## config.mk

```make
export PLATFORM = sky130hd
export DESIGN_NAME = ghrd_fabric_top
export DESIGN_NICKNAME = d
export VERILOG_FILES = /design/src/hw/fpga_pkg.sv /design/src/hw/ghrd_fabric_top.sv /design/src/hw/pio_axil_regs.sv /design/src/hw/heartbeat_led.sv /design/src/hw/reset_req_pulse.sv /design/src/hw/key_debounce.sv
export SDC_FILE = /design/constraint.sdc
export NUM_CORES = 1
export LEC_CHECK = 0
export BUFFER_PORTS_ARGS = -buffer_cell sky130_fd_sc_hd__buf_2
export CAP_MARGIN = 30
export CORE_UTILIZATION = 60
export DETAILED_ROUTE_END_ITERATION = 6
export PLACE_DENSITY_LB_ADDON = 0.3
export REMOVE_ABC_BUFFERS = 1
export SYNTH_ARGS = -nofsm -noshare
export SYNTH_HDL_FRONTEND = slang
export SYNTH_HIERARCHICAL = 1
export SYNTH_SLANG_ARGS = --single-unit
```

## constraint.sdc

```tcl
create_clock -name fpga_clk_50 -period 3.8 [get_ports fpga_clk_50]
set_input_delay 0.76 -clock fpga_clk_50 [delete_from_list [all_inputs] [get_ports fpga_clk_50]]
set_output_delay 0.76 -clock fpga_clk_50 [all_outputs]
set_load 0.01 [all_outputs]
```

## src/hw/fpga_pkg.sv

```systemverilog
/*
  Shared definitions for the fabric side of the SoC board top level.
  Holds the AXI4-Lite register map, the timing constants for debounce,
  heartbeat and reset-request pulses, and the bus and trace structs.
  Modules take it by a wildcard import in their header.
*/
package fpga_pkg;

  // ========================================
  // board widths and bus geometry
  // ========================================
  localparam int num_keys      = 4;   // push buttons, active low
  localparam int num_switches  = 10;  // slide switches
  localparam int num_user_leds = 9;   // ledr[9:1], ledr[0] is the heartbeat
  localparam int axil_addr_w   = 4;
  localparam int axil_data_w   = 32;

  // register map, word aligned
  localparam logic [axil_addr_w-1:0] reg_led_addr     = 4'h0; // rw, bits 8..0
  localparam logic [axil_addr_w-1:0] reg_sw_addr      = 4'h4; // ro, bits 9..0
  localparam logic [axil_addr_w-1:0] reg_key_addr     = 4'h8; // ro, 1 = pressed
  localparam logic [axil_addr_w-1:0] reg_rst_req_addr = 4'hC; // rw, cold/warm/debug

  localparam logic [1:0] resp_okay   = 2'b00;
  localparam logic [1:0] resp_slverr = 2'b10;

  // ========================================
  // timing, in fpga_clk_50 cycles
  // ========================================
  localparam int debounce_cycles_default = 50000;    // 1 ms
  localparam int heartbeat_half_default  = 25000000; // 0.5 s
  localparam int cold_pulse_len  = 6;
  localparam int warm_pulse_len  = 2;
  localparam int debug_pulse_len = 32;

  // master-driven AXI4-Lite fields
  typedef struct packed {
    logic                     awvalid;
    logic [axil_addr_w-1:0]   awaddr;
    logic                     wvalid;
    logic [axil_data_w-1:0]   wdata;
    logic [axil_data_w/8-1:0] wstrb;
    logic                     bready;
    logic                     arvalid;
    logic [axil_addr_w-1:0]   araddr;
    logic                     rready;
  } axil_req_t;

  // slave-driven AXI4-Lite fields
  typedef struct packed {
    logic                   awready;
    logic                   wready;
    logic                   bvalid;
    logic [1:0]             bresp;
    logic                   arready;
    logic                   rvalid;
    logic [axil_data_w-1:0] rdata;
    logic [1:0]             rresp;
  } axil_rsp_t;

  // bit 0 cold, bit 1 warm, bit 2 debug
  typedef struct packed {
    logic debug;
    logic warm;
    logic cold;
  } hps_reset_req_t;

  // trace word to the STM, top bits tied to zero
  typedef struct packed {
    logic [4:0]               reserved;
    logic [num_switches-1:0]  switches;
    logic [num_user_leds-1:0] user_leds;
    logic [num_keys-1:0]      buttons;
  } stm_events_t;

endpackage
```

## src/hw/ghrd_fabric_top.sv

```systemverilog
/*
  Fabric side of the SoC board top level.
  Debounces the keys, serves the LED/switch/button/reset-request
  registers over AXI4-Lite, shapes the cold, warm and debug reset
  requests into pulses, blinks the heartbeat on ledr[0] and packs
  the STM trace word. Timing parameters shrink for simulation.
*/
`timescale 1ns/1ns

module ghrd_fabric_top
  import fpga_pkg::*;
#(
  parameter int debounce_cycles = debounce_cycles_default,
  parameter int heartbeat_half  = heartbeat_half_default
)
(
  input  logic                    fpga_clk_50,
  input  logic                    hps_fpga_reset_n,
  input  logic [num_keys-1:0]     key,             // raw, active low
  input  logic [num_switches-1:0] sw,
  output logic [9:0]              ledr,
  input  axil_req_t               bus_req,
  output axil_rsp_t               bus_rsp,
  output hps_reset_req_t          hps_reset_pulse,
  output stm_events_t             stm_hw_events
);

  logic [num_keys-1:0]      debounced_buttons;  // 1 = pressed
  logic [num_user_leds-1:0] user_leds;
  hps_reset_req_t           rst_req_level;
  logic                     heartbeat;

  key_debounce #(.debounce_cycles(debounce_cycles)) key_debounce_i (
    .fpga_clk_50      (fpga_clk_50),
    .hps_fpga_reset_n (hps_fpga_reset_n),
    .key_raw          (key),
    .key_pressed      (debounced_buttons)
  );

  pio_axil_regs pio_axil_regs_i (
    .fpga_clk_50      (fpga_clk_50),
    .hps_fpga_reset_n (hps_fpga_reset_n),
    .bus_req          (bus_req),
    .bus_rsp          (bus_rsp),
    .switches         (sw),
    .buttons          (debounced_buttons),
    .user_leds        (user_leds),
    .rst_req_level    (rst_req_level)
  );

  // ========================================
  // reset-request pulses, one per kind
  // ========================================
  reset_req_pulse #(.pulse_len(cold_pulse_len)) pulse_cold_i (
    .fpga_clk_50      (fpga_clk_50),
    .hps_fpga_reset_n (hps_fpga_reset_n),
    .req_level        (rst_req_level.cold),
    .req_pulse        (hps_reset_pulse.cold)
  );

  reset_req_pulse #(.pulse_len(warm_pulse_len)) pulse_warm_i (
    .fpga_clk_50      (fpga_clk_50),
    .hps_fpga_reset_n (hps_fpga_reset_n),
    .req_level        (rst_req_level.warm),
    .req_pulse        (hps_reset_pulse.warm)
  );

  reset_req_pulse #(.pulse_len(debug_pulse_len)) pulse_debug_i (
    .fpga_clk_50      (fpga_clk_50),
    .hps_fpga_reset_n (hps_fpga_reset_n),
    .req_level        (rst_req_level.debug),
    .req_pulse        (hps_reset_pulse.debug)
  );

  heartbeat_led #(.heartbeat_half(heartbeat_half)) heartbeat_led_i (
    .fpga_clk_50      (fpga_clk_50),
    .hps_fpga_reset_n (hps_fpga_reset_n),
    .led_level        (heartbeat)
  );

  assign ledr = {user_leds, heartbeat};  // processor LEDs over the heartbeat

  // trace word for the STM
  assign stm_hw_events.reserved  = '0;
  assign stm_hw_events.switches  = sw;
  assign stm_hw_events.user_leds = user_leds;
  assign stm_hw_events.buttons   = debounced_buttons;

endmodule

```

## src/hw/pio_axil_regs.sv

```systemverilog
/*
  AXI4-Lite slave for the processor-visible peripheral registers.
  Holds the user LED register and the reset-request levels, and reads
  back the switches and the debounced buttons. One write and one read
  may be outstanding at a time. Unaligned offsets get SLVERR.
*/
`timescale 1ns/1ns

module pio_axil_regs
  import fpga_pkg::*;
(
  input  logic                     fpga_clk_50,
  input  logic                     hps_fpga_reset_n,
  input  axil_req_t                bus_req,
  output axil_rsp_t                bus_rsp,
  input  logic [num_switches-1:0]  switches,
  input  logic [num_keys-1:0]      buttons,
  output logic [num_user_leds-1:0] user_leds,
  output hps_reset_req_t           rst_req_level
);

  logic [num_user_leds-1:0] led_q;
  hps_reset_req_t           rst_req_q;
  logic                     bvalid_q;
  logic [1:0]               bresp_q;
  logic                     rvalid_q;
  logic [axil_data_w-1:0]   rdata_q;
  logic [1:0]               rresp_q;

  logic                     wr_fire;   // aw and w accepted this cycle
  logic                     rd_fire;   // ar accepted this cycle
  logic                     aw_mapped;
  logic                     ar_mapped;
  logic [axil_data_w-1:0]   rd_data;

  // accept only with no response waiting, so bready/rready stall us
  assign wr_fire   = bus_req.awvalid & bus_req.wvalid & ~bvalid_q;
  assign rd_fire   = bus_req.arvalid & ~rvalid_q;
  assign aw_mapped = (bus_req.awaddr[1:0] == 2'b00);  // word offsets only
  assign ar_mapped = (bus_req.araddr[1:0] == 2'b00);

  // ========================================
  // write channel and registers
  // ========================================
  always_ff @(posedge fpga_clk_50 or negedge hps_fpga_reset_n)
  begin
    if (!hps_fpga_reset_n)
    begin
      led_q     <= '0;
      rst_req_q <= '0;
      bvalid_q  <= 1'b0;
    end
    else if (wr_fire)
    begin
      bvalid_q <= 1'b1;
      if (bus_req.awaddr == reg_led_addr)
      begin
        if (bus_req.wstrb[0])
          led_q[7:0] <= bus_req.wdata[7:0];
        if (bus_req.wstrb[1])
          led_q[num_user_leds-1:8] <= bus_req.wdata[num_user_leds-1:8];
      end
      if (bus_req.awaddr == reg_rst_req_addr && bus_req.wstrb[0])
        rst_req_q <= hps_reset_req_t'(bus_req.wdata[2:0]);
    end
    else if (bus_req.bready)
      bvalid_q <= 1'b0;  // response taken
  end

  always_ff @(posedge fpga_clk_50)
  begin
    if (wr_fire)
      bresp_q <= aw_mapped ? resp_okay : resp_slverr;
  end

  // ========================================
  // read channel
  // ========================================
  always_comb
  begin
    rd_data = '0;  // unmapped reads as zero
    case (bus_req.araddr)
      reg_led_addr:     rd_data[num_user_leds-1:0] = led_q;
      reg_sw_addr:      rd_data[num_switches-1:0]  = switches;
      reg_key_addr:     rd_data[num_keys-1:0]      = buttons;
      reg_rst_req_addr: rd_data[2:0]               = rst_req_q;
      default:          rd_data = '0;
    endcase
  end

  always_ff @(posedge fpga_clk_50 or negedge hps_fpga_reset_n)
  begin
    if (!hps_fpga_reset_n)
      rvalid_q <= 1'b0;
    else if (rd_fire)
      rvalid_q <= 1'b1;
    else if (bus_req.rready)
      rvalid_q <= 1'b0;
  end

  always_ff @(posedge fpga_clk_50)
  begin
    if (rd_fire)
    begin
      rdata_q <= rd_data;  // held until rready
      rresp_q <= ar_mapped ? resp_okay : resp_slverr;
    end
  end

  assign bus_rsp.awready = wr_fire;
  assign bus_rsp.wready  = wr_fire;
  assign bus_rsp.bvalid  = bvalid_q;
  assign bus_rsp.bresp   = bresp_q;
  assign bus_rsp.arready = rd_fire;
  assign bus_rsp.rvalid  = rvalid_q;
  assign bus_rsp.rdata   = rdata_q;
  assign bus_rsp.rresp   = rresp_q;

  assign user_leds     = led_q;
  assign rst_req_level = rst_req_q;

endmodule

```

## src/hw/heartbeat_led.sv

```systemverilog
/*
  Heartbeat for ledr[0]. The level flips every heartbeat_half cycles,
  so the LED blinks at 1 Hz with the default half period.
*/
`timescale 1ns/1ns

module heartbeat_led
  import fpga_pkg::*;
#(
  parameter int heartbeat_half = heartbeat_half_default
)
(
  input  logic fpga_clk_50,
  input  logic hps_fpga_reset_n,
  output logic led_level
);

  localparam int cnt_w = $clog2(heartbeat_half);

  logic [cnt_w-1:0] half_cnt;

  always_ff @(posedge fpga_clk_50 or negedge hps_fpga_reset_n)
  begin
    if (!hps_fpga_reset_n)
    begin
      half_cnt  <= '0;
      led_level <= 1'b0;
    end
    else if (half_cnt == cnt_w'(heartbeat_half - 1))
    begin
      half_cnt  <= '0;
      led_level <= ~led_level;  // wrap, flip the LED
    end
    else
      half_cnt <= half_cnt + 1'b1;
  end

endmodule

```

## src/hw/reset_req_pulse.sv

```systemverilog
/*
  Turns a reset-request level into a fixed-length pulse.
  A rising edge on req_level starts a pulse one cycle later that lasts
  exactly pulse_len cycles. Edges seen while a pulse runs are dropped,
  so a request cannot stretch a reset already in progress.
*/
`timescale 1ns/1ns

module reset_req_pulse #(
  parameter int pulse_len = 2
)
(
  input  logic fpga_clk_50,
  input  logic hps_fpga_reset_n,
  input  logic req_level,
  output logic req_pulse
);

  localparam int cnt_w = $clog2(pulse_len + 1);

  logic             level_q;   // previous level for edge detect
  logic             rise;
  logic [cnt_w-1:0] pulse_cnt; // cycles of pulse left
  logic             busy;

  assign rise = req_level & ~level_q;
  assign busy = (pulse_cnt != '0);

  // ========================================
  // edge detect and down-counter
  // ========================================
  always_ff @(posedge fpga_clk_50 or negedge hps_fpga_reset_n)
  begin
    if (!hps_fpga_reset_n)
    begin
      level_q   <= 1'b0;
      pulse_cnt <= '0;
    end
    else
    begin
      level_q <= req_level;
      if (busy)
        pulse_cnt <= pulse_cnt - 1'b1;  // running, new edges ignored
      else if (rise)
        pulse_cnt <= cnt_w'(pulse_len); // idle, arm a new pulse
    end
  end

  // high while the counter is non-zero, pulse_len cycles in all
  assign req_pulse = busy;

endmodule

```

## src/hw/key_debounce.sv

```systemverilog
/*
  Stability filter for the active-low push buttons.
  Each key is synchronized, then its accepted level only follows the
  raw level once that has held for debounce_cycles cycles in a row.
  Output is 1 while a key is pressed.
*/
`timescale 1ns/1ns

module key_debounce
  import fpga_pkg::*;
#(
  parameter int debounce_cycles = debounce_cycles_default
)
(
  input  logic                fpga_clk_50,
  input  logic                hps_fpga_reset_n,
  input  logic [num_keys-1:0] key_raw,
  output logic [num_keys-1:0] key_pressed
);

  localparam int cnt_w = $clog2(debounce_cycles + 1);

  logic [num_keys-1:0] key_meta;   // first sync stage
  logic [num_keys-1:0] key_sync;   // second sync stage
  logic [num_keys-1:0] key_level;  // accepted level, still active low
  logic [cnt_w-1:0]    stable_cnt [num_keys];

  always_ff @(posedge fpga_clk_50 or negedge hps_fpga_reset_n)
  begin
    if (!hps_fpga_reset_n)
    begin
      key_meta  <= '1;  // released
      key_sync  <= '1;
      key_level <= '1;
      for (int i = 0; i < num_keys; i++)
        stable_cnt[i] <= '0;
    end
    else
    begin
      key_meta <= key_raw;
      key_sync <= key_meta;
      for (int i = 0; i < num_keys; i++)
      begin
        if (key_sync[i] == key_level[i])
          stable_cnt[i] <= '0;  // bounce back, start over
        else if (stable_cnt[i] == cnt_w'(debounce_cycles - 1))
        begin
          key_level[i]  <= key_sync[i];  // held long enough, accept
          stable_cnt[i] <= '0;
        end
        else
          stable_cnt[i] <= stable_cnt[i] + 1'b1;
      end
    end
  end

  assign key_pressed = ~key_level;  // 1 = pressed

endmodule

```

==> impl_metrics.yaml <==
run_status:
  outcome: "complete, but fails checks"
  failed_checks: "design-rule violations"
pwr:
  p_leak_nw: 3.590
  peakVddDrop_mv: 0.2889
  p_switching_mw: 0.9324
  p_int_mw: 2.955
  clkPwrFrac_pct: 42.7
  power_per_cell_area_nw_per_um2: 484.6
  p_sw_share_pct: 23.99
  p_seq_share_pct: 44.7
  power_frac_comb_pct: 12.5
setup_path:
  crit_family: "simple AND/OR/NAND/NOR gates"
  worstPathCellList: "inv_1 > ha_1 > nor3b_2 > nand2_1 > buf_2"
  crit_required_ns: 3.04
  max_stage_delay_ns: 0.43
  rr_worst_depth: 5
  timing.rr.end: "heartbeat_led_i/led_level"
  cp_slowest_cell: "dfrtp_1"
  worst-path-buf-inv: 2
  cp-start-kind: "register"
  r2r-start: "heartbeat_led_i/half_cnt[0]"
  rrSetupSlack_ns: 1.67
  end_kind: "output pin"
  crit_path_max_fanout: 6
  critPathKind: "register to output pin"
  cp.arrival_ns: 1.79
yosys:
  mappedNetlistArea_um2: 7149
  synthTopCellsByArea: "dfrtp_1, xnor2_1, buf_4, edfxtp_1, dfstp_2"
  avgSynthCellArea_um2: 10.80
  synth-edff-count: 12
  synth.distinct_cells: 60
  synth_top_cell_by_area: "dfrtp_1"
  syn_inst: 662
  ys_warn_count: 6
  async_flop_share_pct: 91.55
  ys_seq_area_share_pct: 50.75
  ys_ff_latch: 142
  synth_top_area_share_pct: 41.30
  synthFlopType: "dfrtp_1"
timing:
  fin_crit_ns: 2.554
  drv_slew: 0
  setup_viol: 0
  maxSlewHeadroom_pct: 45.70
  clock_skew_ns: 0.004365
  rsz0062_at_grt: "no"
  hold_violations: 0
  layout_worst_path_cycle_share_pct: 67.21
  tightest_slew_ns: 0.8085
  max_freq_mhz: 391.5
  tns_ns: 0
clock_tree:
  cts-resized-gates: 0
  clkLatencyLatePin_ns: 0.42
  cts_buffers: 17
  cts_setup_buffers: 0
  clock_path_buffers: 2
  cts.clk_slew.worst_paths_ns: 0.06
  cts_tree: "built"
  htreeDepth: 4
  cts_sinks: 142
  postCtsHoldBufs: 0
  root_buffer: "clkbuf_16"
die:
  num_rows: 39
  start_util_pct: 62.08
  die_w_um: 111.2
  die_h_um: 111.2
  io_pins: 147
  core_area_um2: 11520
  dieArea_um2: 12360
detailed_routing:
  drc: 40
  dr.pass1.iters: 7
  drtIter0Drc: 267
  viasPerCell: 5.571
  routedWlPerCell_um: 14.70
  routed_wl_mm: 13.11
  ant_nets: 0
  num_vias: 4969
hold_path:
  holdCritPathClass: "register to register"
  worstHoldStart: "key_debounce_i/key_meta[0]"
  worstHoldEndpoint: "key_debounce_i/key_sync[0]"
  hold_depth: 0
placed_design:
  dp_hpwl_mm: 9.244
  io_buffers: 92
  place_inst: 860
  place.gp.congestion: 0.8126
finish:
  post_route_cells_drive_above_1_share_pct: 22.83
  nNetsFinal: 811
  layout.filler_cells: 851
  syn_to_final_growth_pct: 12.22
  diodes: 0
  final_util_pct: 69.67
  instances_no_fill: 892
run:
  cap_violations: 0
global_route:
  grt_pass1_vias: 4922
  grt_pass1_wl_mm: 22.63
  grt_usage_pct: 23.07
  antenna_found_initial: 0
  grt.overflow.total: 0
  grt_max_degree: 61
## power groups by stage
stage	registers, mW	clock network (mW)	logic [mW]
floorplan	1.76	0	0.302
global placement	1.75	0	0.457
detailed placement	1.76	0	0.490
CTS	1.74	1.69	0.493
global route	1.75	1.76	0.552
finish	1.74	1.66	0.488
## worst reg2reg max path, cell delays in order, from the launching register on
cell	delay (ns)
dfrtp_1	0.39
ha_1	0.19
and3_1	0.30
nand2_1	0.22
nor4_4	0.73
xor2_1	0.14
## through the flow
step	cell area [um2]	hold WS (ns)	total power, mW	setup WS (ns)
5_1_grt	8023	0.3609	4.063	1.114
4_1_cts	8023	0.3521	3.921	1.221
3_3_place_gp	7433	0.3460	2.209	1.564
6_report	8023	0.3529	3.887	1.246
2_1_floorplan	6756	0.3452	2.058	1.604
3_5_place_dp	7433	0.3468	2.250	1.539
## layout make-up
cell class	count	area [um2]	share of cell area (%)
inverter	32	120.1	1.497
multi-input combinational	448	3008	37.49
clock buffer	23	447.9	5.583
timing repair buffer	95	498.0	6.207
sequential	142	3628	45.23
clock inverter	9	141.4	1.762
tap	143	178.9	2.230
## worst max path at each step
| stage | start | end | cells after the start | slack, ns |
|---|---|---|---|---|
| 5_1_grt | pulse_debug_i/pulse_cnt[0] | hps_reset_pulse[2] | 5 | 1.11 |
| 3_5_place_dp | bus_req[45] | pio_axil_regs_i/user_leds[5] | 4 | 1.54 |
| 4_1_cts | pulse_debug_i/pulse_cnt[0] | hps_reset_pulse[2] | 5 | 1.22 |
| 2_1_floorplan | bus_req[5] | bus_rsp[35] | 1 | 1.60 |
| 6_report | pulse_debug_i/pulse_cnt[0] | hps_reset_pulse[2] | 5 | 1.25 |
| 3_3_place_gp | bus_req[45] | pio_axil_regs_i/user_leds[6] | 4 | 1.56 |
## synthesized netlist by cell type (2+ instances only)
cell,number
nand2_1,27
dfrtp_1,118
or4_1,5
mux2i_1,11
ha_1,10
a21oi_1,15
and3_1,10
nor2b_1,5
buf_4,58
nor4_1,16
nand2b_4,3
or2_0,2
nor4bb_1,7
o21ai_0,8
nor4b_1,4
xor2_1,20
mux2_4,10
nor2_1,80
nand3_1,35
nor3_1,20
mux2_2,7
buf_6,3
buf_2,2
xnor2_1,51
or2_2,3
or3_1,7
o31ai_1,8
conb_1,2
dfstp_2,12
clkbuf_1,4
nand2b_1,3
inv_1,31
nand4_2,2
nand4_1,21
and4_1,4
edfxtp_1,12
mux4_2,3
## per-layer routing
layer / GRT usage, % / part of all wire (%)
met1: 28.22 / 42
met5: 0 / 0
met2: 39.88 / 52
met3: 4.975 / 5.1
met4: 9.009 / 1.4
## kinds of logic (layout without fill, tap and decap cells)
| kind of cell | after synthesis | count (layout) | synth area share (%) |
|---|---|---|---|
| and+or+nand+nor | 269 | 269 | 21.18 |
| DFF | 142 | 142 | 50.75 |
| buffers and inverters | 99 | 159 | 8.593 |
| xor gates and xnor gates | 71 | 71 | 8.698 |
| AOI/OAI and AO/OA | 38 | 38 | 3.238 |
| muxes | 31 | 31 | 5.688 |
| adders and majority gates | 10 | 10 | 1.750 |
| other | 2 | 29 | 0.1050 |
## sequential cells by signal (all words and copies together), names as in the netlist, 2 cells and up
register / count
heartbeat_led_i/half_cnt: 25
key_debounce_i/key_level: 4
key_debounce_i/key_meta: 4
key_debounce_i/key_sync: 4
key_debounce_i/stable_cnt: 64
pio_axil_regs_i/rdata_q: 10
pio_axil_regs_i/rst_req_level: 3
pio_axil_regs_i/user_leds: 9
pulse_cold_i/pulse_cnt: 3
pulse_debug_i/pulse_cnt: 6
pulse_warm_i/pulse_cnt: 2
## placed cells by master (no fill, tap or decap), drive strengths merged, types with 3 or more instances in the layout
master	count
mux4	3
nand4	24
edfxtp	12
ha	10
and4	5
or2	5
dfrtp	118
inv	32
nand3	35
a21oi	15
and3	11
nor4bb	7
nand2b	6
o21ai	9
bufinv	4
nor3	20
conb	29
or3	7
clkinv	5
xor2	20
mux2i	11
nor4	18
nor2b	5
o31ai	8
dfstp	12
clkbuf	23
nor2	80
xnor2	51
mux2	17
nand2	28
nor4b	4
or4	6
buf	95
No activity file was read; power rests on OpenSTA's default activity.
